===== src/hdl/ecc_xbar_pkg.sv =====
package ecc_xbar_pkg;

  localparam int unsigned N_CORE     = 2;                                // Initiator ports
  localparam int unsigned N_BANK     = 4;                                // Word-interleaved banks
  localparam int unsigned BANK_SEL_W = $clog2(N_BANK);                   // Bank index width
  localparam int unsigned CORE_SEL_W = (N_CORE > 1) ? $clog2(N_CORE) : 1;
  localparam int unsigned ADDR_W     = 12;                               // Core byte address
  localparam int unsigned ROW_W      = 8;                                // Row inside one bank
  localparam int unsigned BANK_LSB   = 2;                                // Above the byte bits
  localparam int unsigned ROW_LSB    = BANK_LSB + BANK_SEL_W;            // Above the bank field
  localparam int unsigned DATA_W     = 32;
  localparam int unsigned HAM_W      = 6;                                // Hamming check bits
  localparam int unsigned PAR_W      = HAM_W + 1;                        // Plus overall parity
  localparam int unsigned CW_W       = PAR_W + DATA_W;                   // Stored codeword
  localparam int unsigned CNT_W      = 16;                               // Error counter width

  localparam logic [ADDR_W-1:0] REG_CE_CNT = 'h0;                        // Correctable count
  localparam logic [ADDR_W-1:0] REG_UE_CNT = 'h4;                        // Uncorrectable count

  // Stored word, built field by field, checked as a flat vector
  typedef union packed {
    struct packed {
      logic [PAR_W-1:0]  par;                                            // Overall parity on top
      logic [DATA_W-1:0] data;
    } f;
    logic [CW_W-1:0] raw;
  } ecc_word_u;

  // Data bit j gets the j-th column code that is not a power of two
  function automatic logic [HAM_W-1:0][DATA_W-1:0] build_chk_mask();
    logic [HAM_W-1:0][DATA_W-1:0] mask;
    int unsigned                  pos;
    mask = '0;
    pos  = 3;                                                            // First free column
    for (int unsigned j = 0; j < DATA_W; j++) begin
      while ((pos & (pos - 1)) == 0) begin
        pos++;                                                           // Skip check positions
      end
      for (int unsigned k = 0; k < HAM_W; k++) begin
        mask[k][j] = pos[k];
      end
      pos++;
    end
    return mask;
  endfunction

  localparam logic [HAM_W-1:0][DATA_W-1:0] CHK_MASK = build_chk_mask(); // Shared with decoder

  function automatic ecc_word_u secded_encode(input logic [DATA_W-1:0] data);
    ecc_word_u cw;
    cw.f.data = data;
    for (int unsigned k = 0; k < HAM_W; k++) begin
      cw.f.par[k] = ^(data & CHK_MASK[k]);                               // Even parity per group
    end
    cw.f.par[PAR_W-1] = ^{cw.f.par[HAM_W-1:0], data};                    // Whole word XORs to 0
    return cw;
  endfunction

endpackage


===== src/hdl/bank_rsp_if.sv =====
interface bank_rsp_if;
  import ecc_xbar_pkg::*;

  logic                  valid;                                          // One-cycle pulse
  logic [CORE_SEL_W-1:0] owner;                                          // Core that issued the read
  logic [DATA_W-1:0]     data;                                           // Corrected read data
  logic                  ce;                                             // Single-bit error fixed
  logic                  ue;                                             // Double-bit error seen

  modport dec (
    output valid, owner, data, ce, ue
  );

  modport sink (
    input valid, owner, data, ce, ue
  );

endinterface


===== src/hdl/bank_arbiter.sv =====
module bank_arbiter #(
  parameter int unsigned BANK_IDX = 0                                    // Bank served here
) (
  input  logic                                                     clk_i,
  input  logic                                                     rst_ni,
  input  logic [ecc_xbar_pkg::N_CORE-1:0]                          core_req_i,
  input  logic [ecc_xbar_pkg::N_CORE-1:0]                          core_we_i,
  input  logic [ecc_xbar_pkg::N_CORE-1:0][ecc_xbar_pkg::ADDR_W-1:0] core_addr_i,
  input  logic [ecc_xbar_pkg::N_CORE-1:0][ecc_xbar_pkg::DATA_W-1:0] core_wdata_i,
  output logic [ecc_xbar_pkg::N_CORE-1:0]                          gnt_o,
  output logic                                                     mem_req_o,
  output logic                                                     mem_we_o,
  output logic [ecc_xbar_pkg::ROW_W-1:0]                           mem_row_o,
  output logic [ecc_xbar_pkg::CW_W-1:0]                            mem_wdata_o,
  output logic                                                     rd_pending_o,
  output logic [ecc_xbar_pkg::CORE_SEL_W-1:0]                      rd_owner_o
);
  import ecc_xbar_pkg::*;

  localparam logic [BANK_SEL_W-1:0] BANK_ID = BANK_SEL_W'(BANK_IDX);

  logic [N_CORE-1:0]     hit;                                            // Requests aimed here
  logic                  win_found;
  logic [CORE_SEL_W-1:0] win_idx;
  logic [CORE_SEL_W-1:0] last_q;                                         // Previous winner
  logic                  rd_pending_q;
  logic [CORE_SEL_W-1:0] rd_owner_q;
  ecc_word_u             enc_word;

  always_comb begin
    for (int unsigned c = 0; c < N_CORE; c++) begin
      hit[c] = core_req_i[c] &&
               (core_addr_i[c][BANK_LSB +: BANK_SEL_W] == BANK_ID);      // Interleave by word
    end
  end

  // Search starts just after the last winner
  always_comb begin
    int unsigned cand;
    win_found = 1'b0;
    win_idx   = last_q;
    for (int unsigned off = 1; off <= N_CORE; off++) begin
      cand = (int'(last_q) + off) % N_CORE;
      if (!win_found && hit[cand]) begin
        win_found = 1'b1;
        win_idx   = CORE_SEL_W'(cand);
      end
    end
  end

  always_comb begin
    for (int unsigned c = 0; c < N_CORE; c++) begin
      gnt_o[c] = win_found && (win_idx == CORE_SEL_W'(c));               // Same-cycle grant
    end
  end

  assign enc_word    = secded_encode(core_wdata_i[win_idx]);             // Encode on the way in
  assign mem_req_o   = win_found;
  assign mem_we_o    = core_we_i[win_idx];
  assign mem_row_o   = core_addr_i[win_idx][ROW_LSB +: ROW_W];
  assign mem_wdata_o = enc_word.raw;

  always_ff @(posedge clk_i or negedge rst_ni) begin
    if (!rst_ni) begin
      last_q       <= '0;
      rd_pending_q <= 1'b0;
      rd_owner_q   <= '0;
    end else begin
      rd_pending_q <= win_found && !core_we_i[win_idx];                  // Data back next cycle
      if (win_found) begin
        last_q     <= win_idx;                                           // Rotate priority
        rd_owner_q <= win_idx;
      end
    end
  end

  assign rd_pending_o = rd_pending_q;
  assign rd_owner_o   = rd_owner_q;

endmodule


===== src/hdl/secded_decoder.sv =====
module secded_decoder (
  input  logic                                rd_pending_i,
  input  logic [ecc_xbar_pkg::CORE_SEL_W-1:0] rd_owner_i,
  input  logic [ecc_xbar_pkg::CW_W-1:0]       mem_rdata_i,
  bank_rsp_if.dec                             rsp
);
  import ecc_xbar_pkg::*;

  ecc_word_u         cw;                                                 // Word read from memory
  logic [HAM_W-1:0]  syndrome;
  logic              par_err;                                            // Odd number of flips
  logic              syn_nz;
  logic [DATA_W-1:0] flip;                                               // Bit to correct
  logic [DATA_W-1:0] data_fix;

  assign cw.raw = mem_rdata_i;

  always_comb begin
    for (int unsigned k = 0; k < HAM_W; k++) begin
      syndrome[k] = cw.f.par[k] ^ (^(cw.f.data & CHK_MASK[k]));          // Recompute each group
    end
  end

  assign par_err = ^cw.raw;                                              // Zero for a clean word
  assign syn_nz  = |syndrome;

  // Syndrome equal to a data column points at that data bit
  always_comb begin
    logic [HAM_W-1:0] col;
    for (int unsigned j = 0; j < DATA_W; j++) begin
      for (int unsigned k = 0; k < HAM_W; k++) begin
        col[k] = CHK_MASK[k][j];
      end
      flip[j] = par_err && (syndrome == col);
    end
  end

  // Check-bit or parity-bit hits leave data untouched
  assign data_fix = cw.f.data ^ flip;

  assign rsp.valid = rd_pending_i;                                       // Cycle after the grant
  assign rsp.owner = rd_owner_i;
  assign rsp.data  = data_fix;
  assign rsp.ce    = rd_pending_i && par_err;                            // Single flip, fixed
  assign rsp.ue    = rd_pending_i && syn_nz && !par_err;                 // Even flips, not fixable

endmodule


===== src/hdl/response_router.sv =====
module response_router (
  bank_rsp_if.sink                                                  rsp [ecc_xbar_pkg::N_BANK],
  output logic [ecc_xbar_pkg::N_CORE-1:0]                           core_rvalid_o,
  output logic [ecc_xbar_pkg::N_CORE-1:0][ecc_xbar_pkg::DATA_W-1:0] core_rdata_o,
  output logic [ecc_xbar_pkg::N_CORE-1:0]                           core_rerr_o
);
  import ecc_xbar_pkg::*;

  logic [N_BANK-1:0]                 valid_v;
  logic [N_BANK-1:0][CORE_SEL_W-1:0] owner_v;
  logic [N_BANK-1:0][DATA_W-1:0]     data_v;
  logic [N_BANK-1:0]                 ue_v;

  // Per-bank responses as flat vectors
  for (genvar b = 0; b < N_BANK; b++) begin : gen_unpack
    assign valid_v[b] = rsp[b].valid;
    assign owner_v[b] = rsp[b].owner;
    assign data_v[b]  = rsp[b].data;
    assign ue_v[b]    = rsp[b].ue;
  end

  // One granted request per core, so one bank at most matches
  always_comb begin
    core_rvalid_o = '0;
    core_rdata_o  = '0;
    core_rerr_o   = '0;
    for (int unsigned c = 0; c < N_CORE; c++) begin
      for (int unsigned b = 0; b < N_BANK; b++) begin
        if (valid_v[b] && (owner_v[b] == CORE_SEL_W'(c))) begin
          core_rvalid_o[c] = 1'b1;
          core_rdata_o[c]  = data_v[b];
          core_rerr_o[c]   = ue_v[b];                                    // Only uncorrectable
        end
      end
    end
  end

endmodule


===== src/hdl/ecc_err_regs.sv =====
module ecc_err_regs (
  input  logic                            clk_i,
  input  logic                            rst_ni,
  bank_rsp_if.sink                        rsp [ecc_xbar_pkg::N_BANK],
  input  logic                            reg_req_i,
  input  logic                            reg_we_i,
  input  logic [ecc_xbar_pkg::ADDR_W-1:0] reg_addr_i,
  input  logic [ecc_xbar_pkg::DATA_W-1:0] reg_wdata_i,
  output logic                            reg_gnt_o,
  output logic                            reg_rvalid_o,
  output logic [ecc_xbar_pkg::DATA_W-1:0] reg_rdata_o
);
  import ecc_xbar_pkg::*;

  localparam int unsigned INC_W = $clog2(N_BANK + 1);                    // Up to all banks at once

  logic [N_BANK-1:0] ce_v;
  logic [N_BANK-1:0] ue_v;
  logic [INC_W-1:0]  ce_inc;
  logic [INC_W-1:0]  ue_inc;
  logic [CNT_W-1:0]  ce_cnt_q;
  logic [CNT_W-1:0]  ue_cnt_q;
  logic              wr_en;
  logic              rd_en;
  logic [DATA_W-1:0] rdata_d;
  logic              rvalid_q;
  logic [DATA_W-1:0] rdata_q;

  function automatic logic [CNT_W-1:0] sat_add(input logic [CNT_W-1:0] cnt,
                                               input logic [INC_W-1:0] inc);
    logic [CNT_W:0] sum;
    sum = {1'b0, cnt} + (CNT_W + 1)'(inc);
    return sum[CNT_W] ? '1 : sum[CNT_W-1:0];                             // Stick at all ones
  endfunction

  for (genvar b = 0; b < N_BANK; b++) begin : gen_flags
    assign ce_v[b] = rsp[b].ce;
    assign ue_v[b] = rsp[b].ue;
  end

  always_comb begin
    ce_inc = '0;
    ue_inc = '0;
    for (int unsigned b = 0; b < N_BANK; b++) begin
      ce_inc += INC_W'(ce_v[b]);                                         // Banks flagging this cycle
      ue_inc += INC_W'(ue_v[b]);
    end
  end

  assign reg_gnt_o = reg_req_i;                                          // Never stalls
  assign wr_en     = reg_req_i && reg_we_i;                              // Write data is ignored
  assign rd_en     = reg_req_i && !reg_we_i;

  always_comb begin
    case (reg_addr_i)
      REG_CE_CNT: rdata_d = DATA_W'(ce_cnt_q);
      REG_UE_CNT: rdata_d = DATA_W'(ue_cnt_q);
      default:    rdata_d = '0;                                          // Unmapped reads as zero
    endcase
  end

  always_ff @(posedge clk_i or negedge rst_ni) begin
    if (!rst_ni) begin
      ce_cnt_q <= '0;
      ue_cnt_q <= '0;
      rvalid_q <= 1'b0;
    end else begin
      rvalid_q <= rd_en;
      ce_cnt_q <= (wr_en && reg_addr_i == REG_CE_CNT) ? '0 : sat_add(ce_cnt_q, ce_inc);
      ue_cnt_q <= (wr_en && reg_addr_i == REG_UE_CNT) ? '0 : sat_add(ue_cnt_q, ue_inc);
    end
  end

  always_ff @(posedge clk_i) begin
    if (rd_en) begin
      rdata_q <= rdata_d;                                                // Sampled at request
    end
  end

  assign reg_rvalid_o = rvalid_q;
  assign reg_rdata_o  = rdata_q;

endmodule


===== src/hdl/ecc_xbar.sv =====
module ecc_xbar (
  input  logic                                                      clk_i,
  input  logic                                                      rst_ni,
  input  logic [ecc_xbar_pkg::N_CORE-1:0]                           core_req_i,
  input  logic [ecc_xbar_pkg::N_CORE-1:0]                           core_we_i,
  input  logic [ecc_xbar_pkg::N_CORE-1:0][ecc_xbar_pkg::ADDR_W-1:0] core_addr_i,
  input  logic [ecc_xbar_pkg::N_CORE-1:0][ecc_xbar_pkg::DATA_W-1:0] core_wdata_i,
  output logic [ecc_xbar_pkg::N_CORE-1:0]                           core_gnt_o,
  output logic [ecc_xbar_pkg::N_CORE-1:0]                           core_rvalid_o,
  output logic [ecc_xbar_pkg::N_CORE-1:0][ecc_xbar_pkg::DATA_W-1:0] core_rdata_o,
  output logic [ecc_xbar_pkg::N_CORE-1:0]                           core_rerr_o,
  output logic [ecc_xbar_pkg::N_BANK-1:0]                           mem_req_o,
  output logic [ecc_xbar_pkg::N_BANK-1:0]                           mem_we_o,
  output logic [ecc_xbar_pkg::N_BANK-1:0][ecc_xbar_pkg::ROW_W-1:0]  mem_row_o,
  output logic [ecc_xbar_pkg::N_BANK-1:0][ecc_xbar_pkg::CW_W-1:0]   mem_wdata_o,
  input  logic [ecc_xbar_pkg::N_BANK-1:0][ecc_xbar_pkg::CW_W-1:0]   mem_rdata_i,
  input  logic                                                      reg_req_i,
  input  logic                                                      reg_we_i,
  input  logic [ecc_xbar_pkg::ADDR_W-1:0]                           reg_addr_i,
  input  logic [ecc_xbar_pkg::DATA_W-1:0]                           reg_wdata_i,
  output logic                                                      reg_gnt_o,
  output logic                                                      reg_rvalid_o,
  output logic [ecc_xbar_pkg::DATA_W-1:0]                           reg_rdata_o
);
  import ecc_xbar_pkg::*;

  logic [N_BANK-1:0][N_CORE-1:0]     bank_gnt;                           // Grants seen per bank
  logic [N_BANK-1:0]                 rd_pending;
  logic [N_BANK-1:0][CORE_SEL_W-1:0] rd_owner;

  bank_rsp_if rsp_if [N_BANK] ();                                        // Decoded responses

  for (genvar b = 0; b < N_BANK; b++) begin : gen_bank
    bank_arbiter #(
      .BANK_IDX     ( b               )
    ) bank_arbiter_inst (
      .clk_i        ( clk_i           ),
      .rst_ni       ( rst_ni          ),
      .core_req_i   ( core_req_i      ),
      .core_we_i    ( core_we_i       ),
      .core_addr_i  ( core_addr_i     ),
      .core_wdata_i ( core_wdata_i    ),
      .gnt_o        ( bank_gnt[b]     ),
      .mem_req_o    ( mem_req_o[b]    ),
      .mem_we_o     ( mem_we_o[b]     ),
      .mem_row_o    ( mem_row_o[b]    ),
      .mem_wdata_o  ( mem_wdata_o[b]  ),
      .rd_pending_o ( rd_pending[b]   ),
      .rd_owner_o   ( rd_owner[b]     )
    );

    secded_decoder secded_decoder_inst (
      .rd_pending_i ( rd_pending[b]   ),
      .rd_owner_i   ( rd_owner[b]     ),
      .mem_rdata_i  ( mem_rdata_i[b]  ),
      .rsp          ( rsp_if[b]       )
    );
  end

  // A core wins in at most one bank, the one its address selects
  always_comb begin
    core_gnt_o = '0;
    for (int unsigned b = 0; b < N_BANK; b++) begin
      core_gnt_o |= bank_gnt[b];
    end
  end

  response_router response_router_inst (
    .rsp           ( rsp_if        ),
    .core_rvalid_o ( core_rvalid_o ),
    .core_rdata_o  ( core_rdata_o  ),
    .core_rerr_o   ( core_rerr_o   )
  );

  ecc_err_regs ecc_err_regs_inst (
    .clk_i        ( clk_i        ),
    .rst_ni       ( rst_ni       ),
    .rsp          ( rsp_if       ),
    .reg_req_i    ( reg_req_i    ),
    .reg_we_i     ( reg_we_i     ),
    .reg_addr_i   ( reg_addr_i   ),
    .reg_wdata_i  ( reg_wdata_i  ),
    .reg_gnt_o    ( reg_gnt_o    ),
    .reg_rvalid_o ( reg_rvalid_o ),
    .reg_rdata_o  ( reg_rdata_o  )
  );

endmodule


===== config.mk =====
export PLATFORM = sky130hd
export DESIGN_NAME = ecc_xbar
export DESIGN_NICKNAME = d
export VERILOG_FILES = /design/src/hdl/ecc_xbar_pkg.sv /design/src/hdl/bank_rsp_if.sv /design/src/hdl/bank_arbiter.sv /design/src/hdl/secded_decoder.sv /design/src/hdl/response_router.sv /design/src/hdl/ecc_err_regs.sv /design/src/hdl/ecc_xbar.sv
export SDC_FILE = /design/constraint.sdc
export NUM_CORES = 1
export LEC_CHECK = 0
export BUFFER_PORTS_ARGS = -buffer_cell sky130_fd_sc_hd__buf_4
export CORE_AREA = 2 2 231 233
export CTS_BUF_LIST = sky130_fd_sc_hd__clkbuf_16
export CTS_CLUSTER_DIAMETER = 80
export DETAILED_ROUTE_END_ITERATION = 8
export DIE_AREA = 0 0 233 235
export GPL_ROUTABILITY_DRIVEN = 0
export MAX_ROUTING_LAYER = met4
export PLACE_DENSITY = 0.58
export REMOVE_ABC_BUFFERS = 1
export SKIP_LAST_GASP = 1
export SLEW_MARGIN = 30
export SYNTH_ARGS = -nofsm -noshare
export SYNTH_HDL_FRONTEND = slang
export SYNTH_SLANG_ARGS = --single-unit

===== constraint.sdc =====
create_clock -name clk_i -period 14.65 [get_ports clk_i]
set_clock_uncertainty 0.1 [all_clocks]
set_input_delay 3.6625 -clock clk_i [delete_from_list [all_inputs] [get_ports clk_i]]
set_output_delay 3.6625 -clock clk_i [all_outputs]
set_load 0.01 [all_outputs]

==> results of run 1 <==
==> cell usage after synthesis, drive strengths merged, types with 31 or more instances <==
cell / count
xnor2: 346
nand2: 49
a21oi: 39
clkbuf: 79
o2bb2ai: 53
o221ai: 52
mux2: 114
nor4: 31
dfrtp: 41
nor2: 62
inv: 75
nand4: 42
a31oi: 54
xnor3: 86
xor2: 161
nor3: 38
mux2i: 100
buf: 56
==> power by group through the flow <==
stage,clock network (W),logic [W],registers (W)
4_1_cts,0.000226,0.00325,0.000210
6_report,0.000219,0.00328,0.000211
3_5_place_dp,0,0.00323,0.000213
5_1_grt,0.000232,0.00345,0.000214
3_3_place_gp,0,0.00320,0.000212
2_1_floorplan,0,0.00205,0.000205
==> layer usage <==
metal,GRT usage,wire length (um),vias to the layer above
met2,0.4417,35550,921
li1,-,-,7253
met4,0.1121,3398,0
met3,0.04466,6143,157
met1,0.3011,27480,7768
met5,-,0,-
==> layout by cell type (no fill, tap or decap), drive strengths merged, types with 31 or more instances in the layout <==
master and count:
a21oi 39, a31oi 54, buf 560, dfrtp 41, inv 77, mux2 114, mux2i 100, nand2 49
nand4 42, nor2 62, nor3 38, nor4 31, o221ai 52, o2bb2ai 53, xnor2 346, xnor3 86
xor2 161
==> layout make-up <==
class,count,area share
timing repair buffer,560,0.2009
multi-input combinational,1495,0.6567
sequential,57,0.07199
tap,688,0.04114
inverter,75,0.01345
antenna,11,0.001315
clock inverter,7,0.003707
clock buffer,9,0.01076
==> final timing paths <==
check	from	end	slack [ns]	cells after the start
min in group asynchronous	rst_ni	ecc_err_regs_inst.reg_rvalid_o$_DFF_PN0_	3.23	1
setup / recovery	core_req_i[1]	mem_wdata_o[77]	3.26	11
setup reg to reg	gen_bank[1].bank_arbiter_inst.rd_pending_o$_DFF_PN0_	ecc_err_regs_inst.ue_cnt_q[0]$_DFF_PN0_	10.27	18
max in group asynchronous	rst_ni	gen_bank[3].bank_arbiter_inst.rd_owner_o$_DFFE_PN0N_	10.79	1
hold / removal	ecc_err_regs_inst.ue_cnt_q[12]$_DFF_PN0_	ecc_err_regs_inst.ue_cnt_q[12]$_DFF_PN0_	0.43	1
hold reg to reg	ecc_err_regs_inst.ue_cnt_q[12]$_DFF_PN0_	ecc_err_regs_inst.ue_cnt_q[12]$_DFF_PN0_	0.43	1
==> registers in the layout, summed over array words and instances, names as in the netlist <==
name                                     count
ecc_err_regs_inst.ue_cnt_q                  16
ecc_err_regs_inst.reg_rvalid_o               1
ecc_err_regs_inst.reg_rdata_o               16
gen_bank.bank_arbiter_inst.rd_owner_o        4
gen_bank.bank_arbiter_inst.rd_pending_o      4
ecc_err_regs_inst.ce_cnt_q                  16
==> kinds of logic (layout without fill, tap and decap cells) <==
logic type / count (synthesis) / count (layout) / synth area share
AOI/OAI and AO/OA: 286 / 286 / 0.1311
adders and majority gates: 14 / 14 / 0.01278
buffers and inverters: 210 / 651 / 0.05991
xor gates and xnor gates: 615 / 615 / 0.4329
muxes: 215 / 215 / 0.1444
DFF: 57 / 57 / 0.09381
other: 1 / 27 / 0.0002335
and+or+nand+nor: 349 / 349 / 0.1248
==> metrics by stage <==
stage               hold slack [ns]  cell area, um2    util  total power (W)  instances
floorplan                    0.3705           15430       -         0.002251       1627
global placement             0.4051           20540  0.3933         0.003409       2875
detailed placement           0.4186           20580  0.3940         0.003439       2875
CTS                          0.4274           20880  0.3998         0.003684       2891
global route                 0.4478           20920  0.4006         0.003893       2901
finish                       0.4295           20930  0.4006         0.003705       2902
==> flow_metrics.tcl, run 1 <==
set metrics [dict create \
    pin_count 596 \
    die-width_um 233 \
    post_cts_resized 0 \
    start_kind "input port" \
    combPwrFrac 0.884 \
    dpl.hpwl_um 60460 \
    grt_start_max_net_pins 58 \
    rows 84 \
    synth_area_um2 16060 \
    cp_cell_sequence "buf_4 -> nor4bb_1 -> a21o_2 -> buf_4 -> mux2i_1 -> xor3_1 -> xnor2_1 -> xnor3_1 -> xnor2_2 -> xnor3_1 -> buf_4" \
    ff_latch_area_um2 1506 \
    fin_tns_setup_ns 0 \
    postCtsHoldBufs 0 \
    wirelength_um 72570 \
    root_buffer "clkbuf_16" \
    period_minus_slack_ns 11.39 \
    max_freq_mhz 87.82 \
    worstPathArrival_ns 7.62 \
    outcome "finished, final reports clean" \
    fillCellCount 5260 \
    switchingPower_w 0.001895 \
    fp.dieH_um 235 \
    ys_ff_latch 57 \
    path_delay_family "XOR/XNOR gates" \
    crit_path_end_kind "output pin" \
    post-synth-top-area-fraction 0.1871 \
    worstMarginPinSlew_ns 1.030 \
    clkLatencyLatePin_ns 0.34 \
    critPathRequiredTime_ns 10.89 \
    syn_inst 1747 \
    drcViolationCount 0 \
    critPathKind "input port to output pin" \
    dieArea_um2 54760 \
    layout-drive-gt1-share 0.3332 \
    ys_warn_count 0 \
    coreArea_um2 52240 \
    postCtsSetupBuffers 0 \
    slew_headroom 0.3059 \
    grt-ovfl-total 0 \
    grt_use_total 0.2606 \
    path_clk_slew_ns 0.06 \
    critPathBufInv 3 \
    clock_power_share 0.059 \
    cts_tree "built" \
    dp_slack_ns 3.344 \
    synth_seq_area_share 0.09381 \
    slowest_delay_ns 0.62 \
    yosys.cell_types.count 73 \
    slew_violations 0 \
    seqPwrFrac 0.057 \
    cell_internal_pwr_w 0.001809 \
    drt_iter0_markers 1254 \
    synth_top_area_cell "xnor2_1" \
    synth_async_sr_flop_share 0.7193 \
    p_per_area_nw_per_um2 177.0 \
    crit_slowest_cell "buf_4" \
    cts_max_level 3 \
    ys_top_cells_by_area "xnor2_1, xnor3_1, xor2_1, mux2_2, dfrtp_1" \
    max-cap-violations 0 \
    synth-main-ff-cell "dfrtp_1" \
    clockBufferDepth 2 \
    first_pass_iters 5 \
    antenna_found_initial 10 \
    finalNetCount 2508 \
    rsz0062_at_grt "false" \
    vias_per_cell 5.548 \
    wire_per_inst_um 25.01 \
    setup_viol 0 \
    cp_max_fo 40 \
    hold_viol_final 0 \
    first_global_vias 15917 \
    synth_edf_count 16 \
    period_share 0.7773 \
    multi_input_area_um2 13740 \
    vias 16099 \
    area_growth_pct 30.31 \
    grt_pass1_wl_um 103900 \
    avgSynthCellArea_um2 9.192 \
    numCtsBuffers 9 \
    p_leak_nw 9.017 \
    final_antenna_net_count 0 \
    switching_share 0.5116 \
    hp-class "flip-flop to flip-flop" \
    finalWorstSetupSlack_ns 3.263 \
    peakVddDrop_mv 0.4507 \
    cp_common_cell "buf_4" \
    clock-sinks 57 \
    start_util 0.3074 \
    io_buffer_count 543 \
]
Note: power is estimated with default switching activity, not from simulation.
==> run 2: changes to the inputs <==
--- a/config.mk
+++ b/config.mk
@@ -13,7 +13,7 @@
 export DIE_AREA = 0 0 233 235
 export GPL_ROUTABILITY_DRIVEN = 0
 export MAX_ROUTING_LAYER = met4
-export PLACE_DENSITY = 0.58
+export PLACE_DENSITY = 0.6
 export REMOVE_ABC_BUFFERS = 1
 export SKIP_LAST_GASP = 1
 export SLEW_MARGIN = 30
==> constraint.sdc (replaced) <==
create_clock -name clk_i -period 9.2 [get_ports clk_i]
set_clock_uncertainty 0.1 [all_clocks]
set_input_delay 2.3 -clock clk_i [delete_from_list [all_inputs] [get_ports clk_i]]
set_output_delay 2.3 -clock clk_i [all_outputs]
set_load 0.01 [all_outputs]
==> run 2 against run 1 <==
Compared with the run above:
- die area unchanged
- sequential power increased by 59%
- total power rose by 61%
- worst hold slack lost 0.0058 ns
- non-clock buffer count grew 22
- clock power up 48%
- count of clock-buffer cells in the layout is the same
- wire length grew 0.51%
==> flow_metrics.tcl, run 2 (synthesis gave the netlist of run 1 again) <==
set metrics [dict create \
    final_cell_mix "buf_4, xnor2_1, xor2_1" \
    r2r-end "ecc_err_regs_inst.ue_cnt_q[0]$_DFF_PN0_" \
    wl_met1_um 27110 \
    root_buffer "clkbuf_16" \
    postCtsHoldBufs 0 \
    path_delay_family "XOR/XNOR gates" \
    drt_iter0_markers 1510 \
    total_power_w 0.005962 \
    hp-start "ecc_err_regs_inst.ue_cnt_q[12]$_DFF_PN0_" \
    cts_max_level 3 \
    rsz0062_at_grt "false" \
    clock-sinks 57 \
    dpl.hpwl_um 61150 \
    worstHoldPathCells 1 \
    cp_max_fo 21 \
    p_per_area_nw_per_um2 283.4 \
    crit_slowest_cell "a21o_2" \
    outcome "finished, final reports clean" \
    pin_count 596 \
    layout-drive-gt1-share 0.3384 \
    final_util 0.4028 \
    clkLatencyLatePin_ns 0.33 \
    first_pass_iters 5 \
    wl_met3_um 6391 \
    grt-ovfl-total 0 \
    vias_per_cell 5.575 \
    clockBufferDepth 2 \
    hp-class "flip-flop to flip-flop" \
    rr_startpoint "gen_bank[1].bank_arbiter_inst.rd_pending_o$_DFF_PN0_" \
    die-width_um 233 \
    hold_viol_final 0 \
    io_buffer_count 543 \
    fp.dieH_um 235 \
    coreArea_um2 52240 \
    finalNetCount 2530 \
    min_to "ecc_err_regs_inst.ue_cnt_q[12]$_DFF_PN0_" \
    dr_wl_met2_um 35630 \
    slew_violations 0 \
    start_kind "input port" \
    final_common_cell "buf_4" \
    cp_common_cell "buf_4" \
    slowest_delay_ns 0.62 \
    grt_start_max_net_pins 42 \
    rrSetupSlack_ns 4.81 \
    period_share 0.9159 \
    wirelength_um 72940 \
    start_util 0.3074 \
    max-cap-violations 0 \
    post_cts_resized 0 \
    drcViolationCount 0 \
    critPathBufInv 3 \
    path_clk_slew_ns 0.06 \
    peakVddDrop_mv 0.5781 \
    p_leak_nw 9.116 \
    period_minus_slack_ns 8.426 \
    numCtsBuffers 9 \
    critPathRequiredTime_ns 6.80 \
    first_global_vias 15965 \
    wire_per_inst_um 24.99 \
    cts_tree "built" \
    cp_cell_sequence "buf_4 -> nor4bb_1 -> a21o_2 -> buf_4 -> mux2i_1 -> xnor2_1 -> xnor2_1 -> xnor3_1 -> xnor2_2 -> xnor3_1 -> buf_4" \
    setup_viol 0 \
    grt_use_total 0.2606 \
    rows 84 \
    worstPathArrival_ns 6.03 \
    max_freq_mhz 118.7 \
    critPathKind "input port to output pin" \
    vias 16274 \
    antenna_found_initial 6 \
    dieArea_um2 54760 \
    maxUsedRoutingLayer "met4" \
    grt_pass1_wl_um 104200 \
    area_growth_pct 31.00 \
    postCtsSetupBuffers 0 \
    slew_headroom 0.3514 \
    final_antenna_net_count 0 \
    crit_path_end_kind "output pin" \
    worstMarginPinSlew_ns 0.9459 \
    worst-r2r-cell-count 18 \
]
-- run 2: layer usage --
layer,vias up,track usage
li1,7292,-
met5,-,-
met2,942,0.4407
met4,0,0.1231
met1,7873,0.2987
met3,167,0.04284
-- run 2: worst register-to-register path, stage by stage, from the launching register on --
cell	delay, ns
dfrtp_1	0.43
inv_1	0.12
a311o_1	0.34
inv_2	0.08
ha_1	0.24
inv_1	0.10
fa_1	0.45
inv_1	0.08
ha_1	0.16
inv_1	0.06
fa_1	0.43
inv_1	0.07
a21oi_1	0.09
nor3b_1	0.34
nand2_1	0.17
nor2_1	0.19
and2_1	0.17
nand3_1	0.40
a21oi_1	0.29
-- run 2: where the power goes --
| part | internal [W] | total (W) | switching [W] |
|---|---|---|---|
| registers | 0.000295 | 0.000336 | 0.0000411 |
| logic | 0.00242 | 0.00530 | 0.00288 |
| clock network | 0.000187 | 0.000325 | 0.000138 |
| total | 0.00291 | 0.00596 | 0.00306 |
-- run 2: worst max path at each step --
stage                    startpoint  slack (ns)          endpoint  cells after the start
floorplan            core_addr_i[3]       -1.18  mem_wdata_o[155]                      7
global placement    mem_rdata_i[83]        0.83  core_rdata_o[11]                     11
detailed placement  mem_rdata_i[83]        0.81  core_rdata_o[43]                     11
CTS                 mem_rdata_i[83]        0.80  core_rdata_o[43]                     11
global route          core_req_i[1]        0.59   mem_wdata_o[77]                     11
finish                core_req_i[1]        0.77   mem_wdata_o[77]                     11
-- run 2: through the flow --
stage | std cells | hold WS [ns] | cell area, um2 | TNS [ns] | worst slack, ns
after floorplan | 1627 | 0.3705 | 15430 | -4.194 | -1.181
after global placement | 2897 | 0.3952 | 20700 | 0 | 0.8309
after detailed placement | 2897 | 0.4080 | 20700 | 0 | 0.8062
after CTS | 2913 | 0.4162 | 20990 | 0 | 0.7963
after global routing | 2919 | 0.4384 | 21040 | 0 | 0.5894
final | 2919 | 0.4237 | 21040 | 0 | 0.7741
-- run 2: cell type report --
cell class	count	area, um2
Fill cell	5262	31200
Multi-Input combinational cell	1495	13720
Timing Repair Buffer	582	4369
Sequential cell	57	1506
Tap cell	688	860.8
Inverter	75	281.5
Clock buffer	9	225.2
Clock inverter	7	61.31
Antenna cell	6	15.01
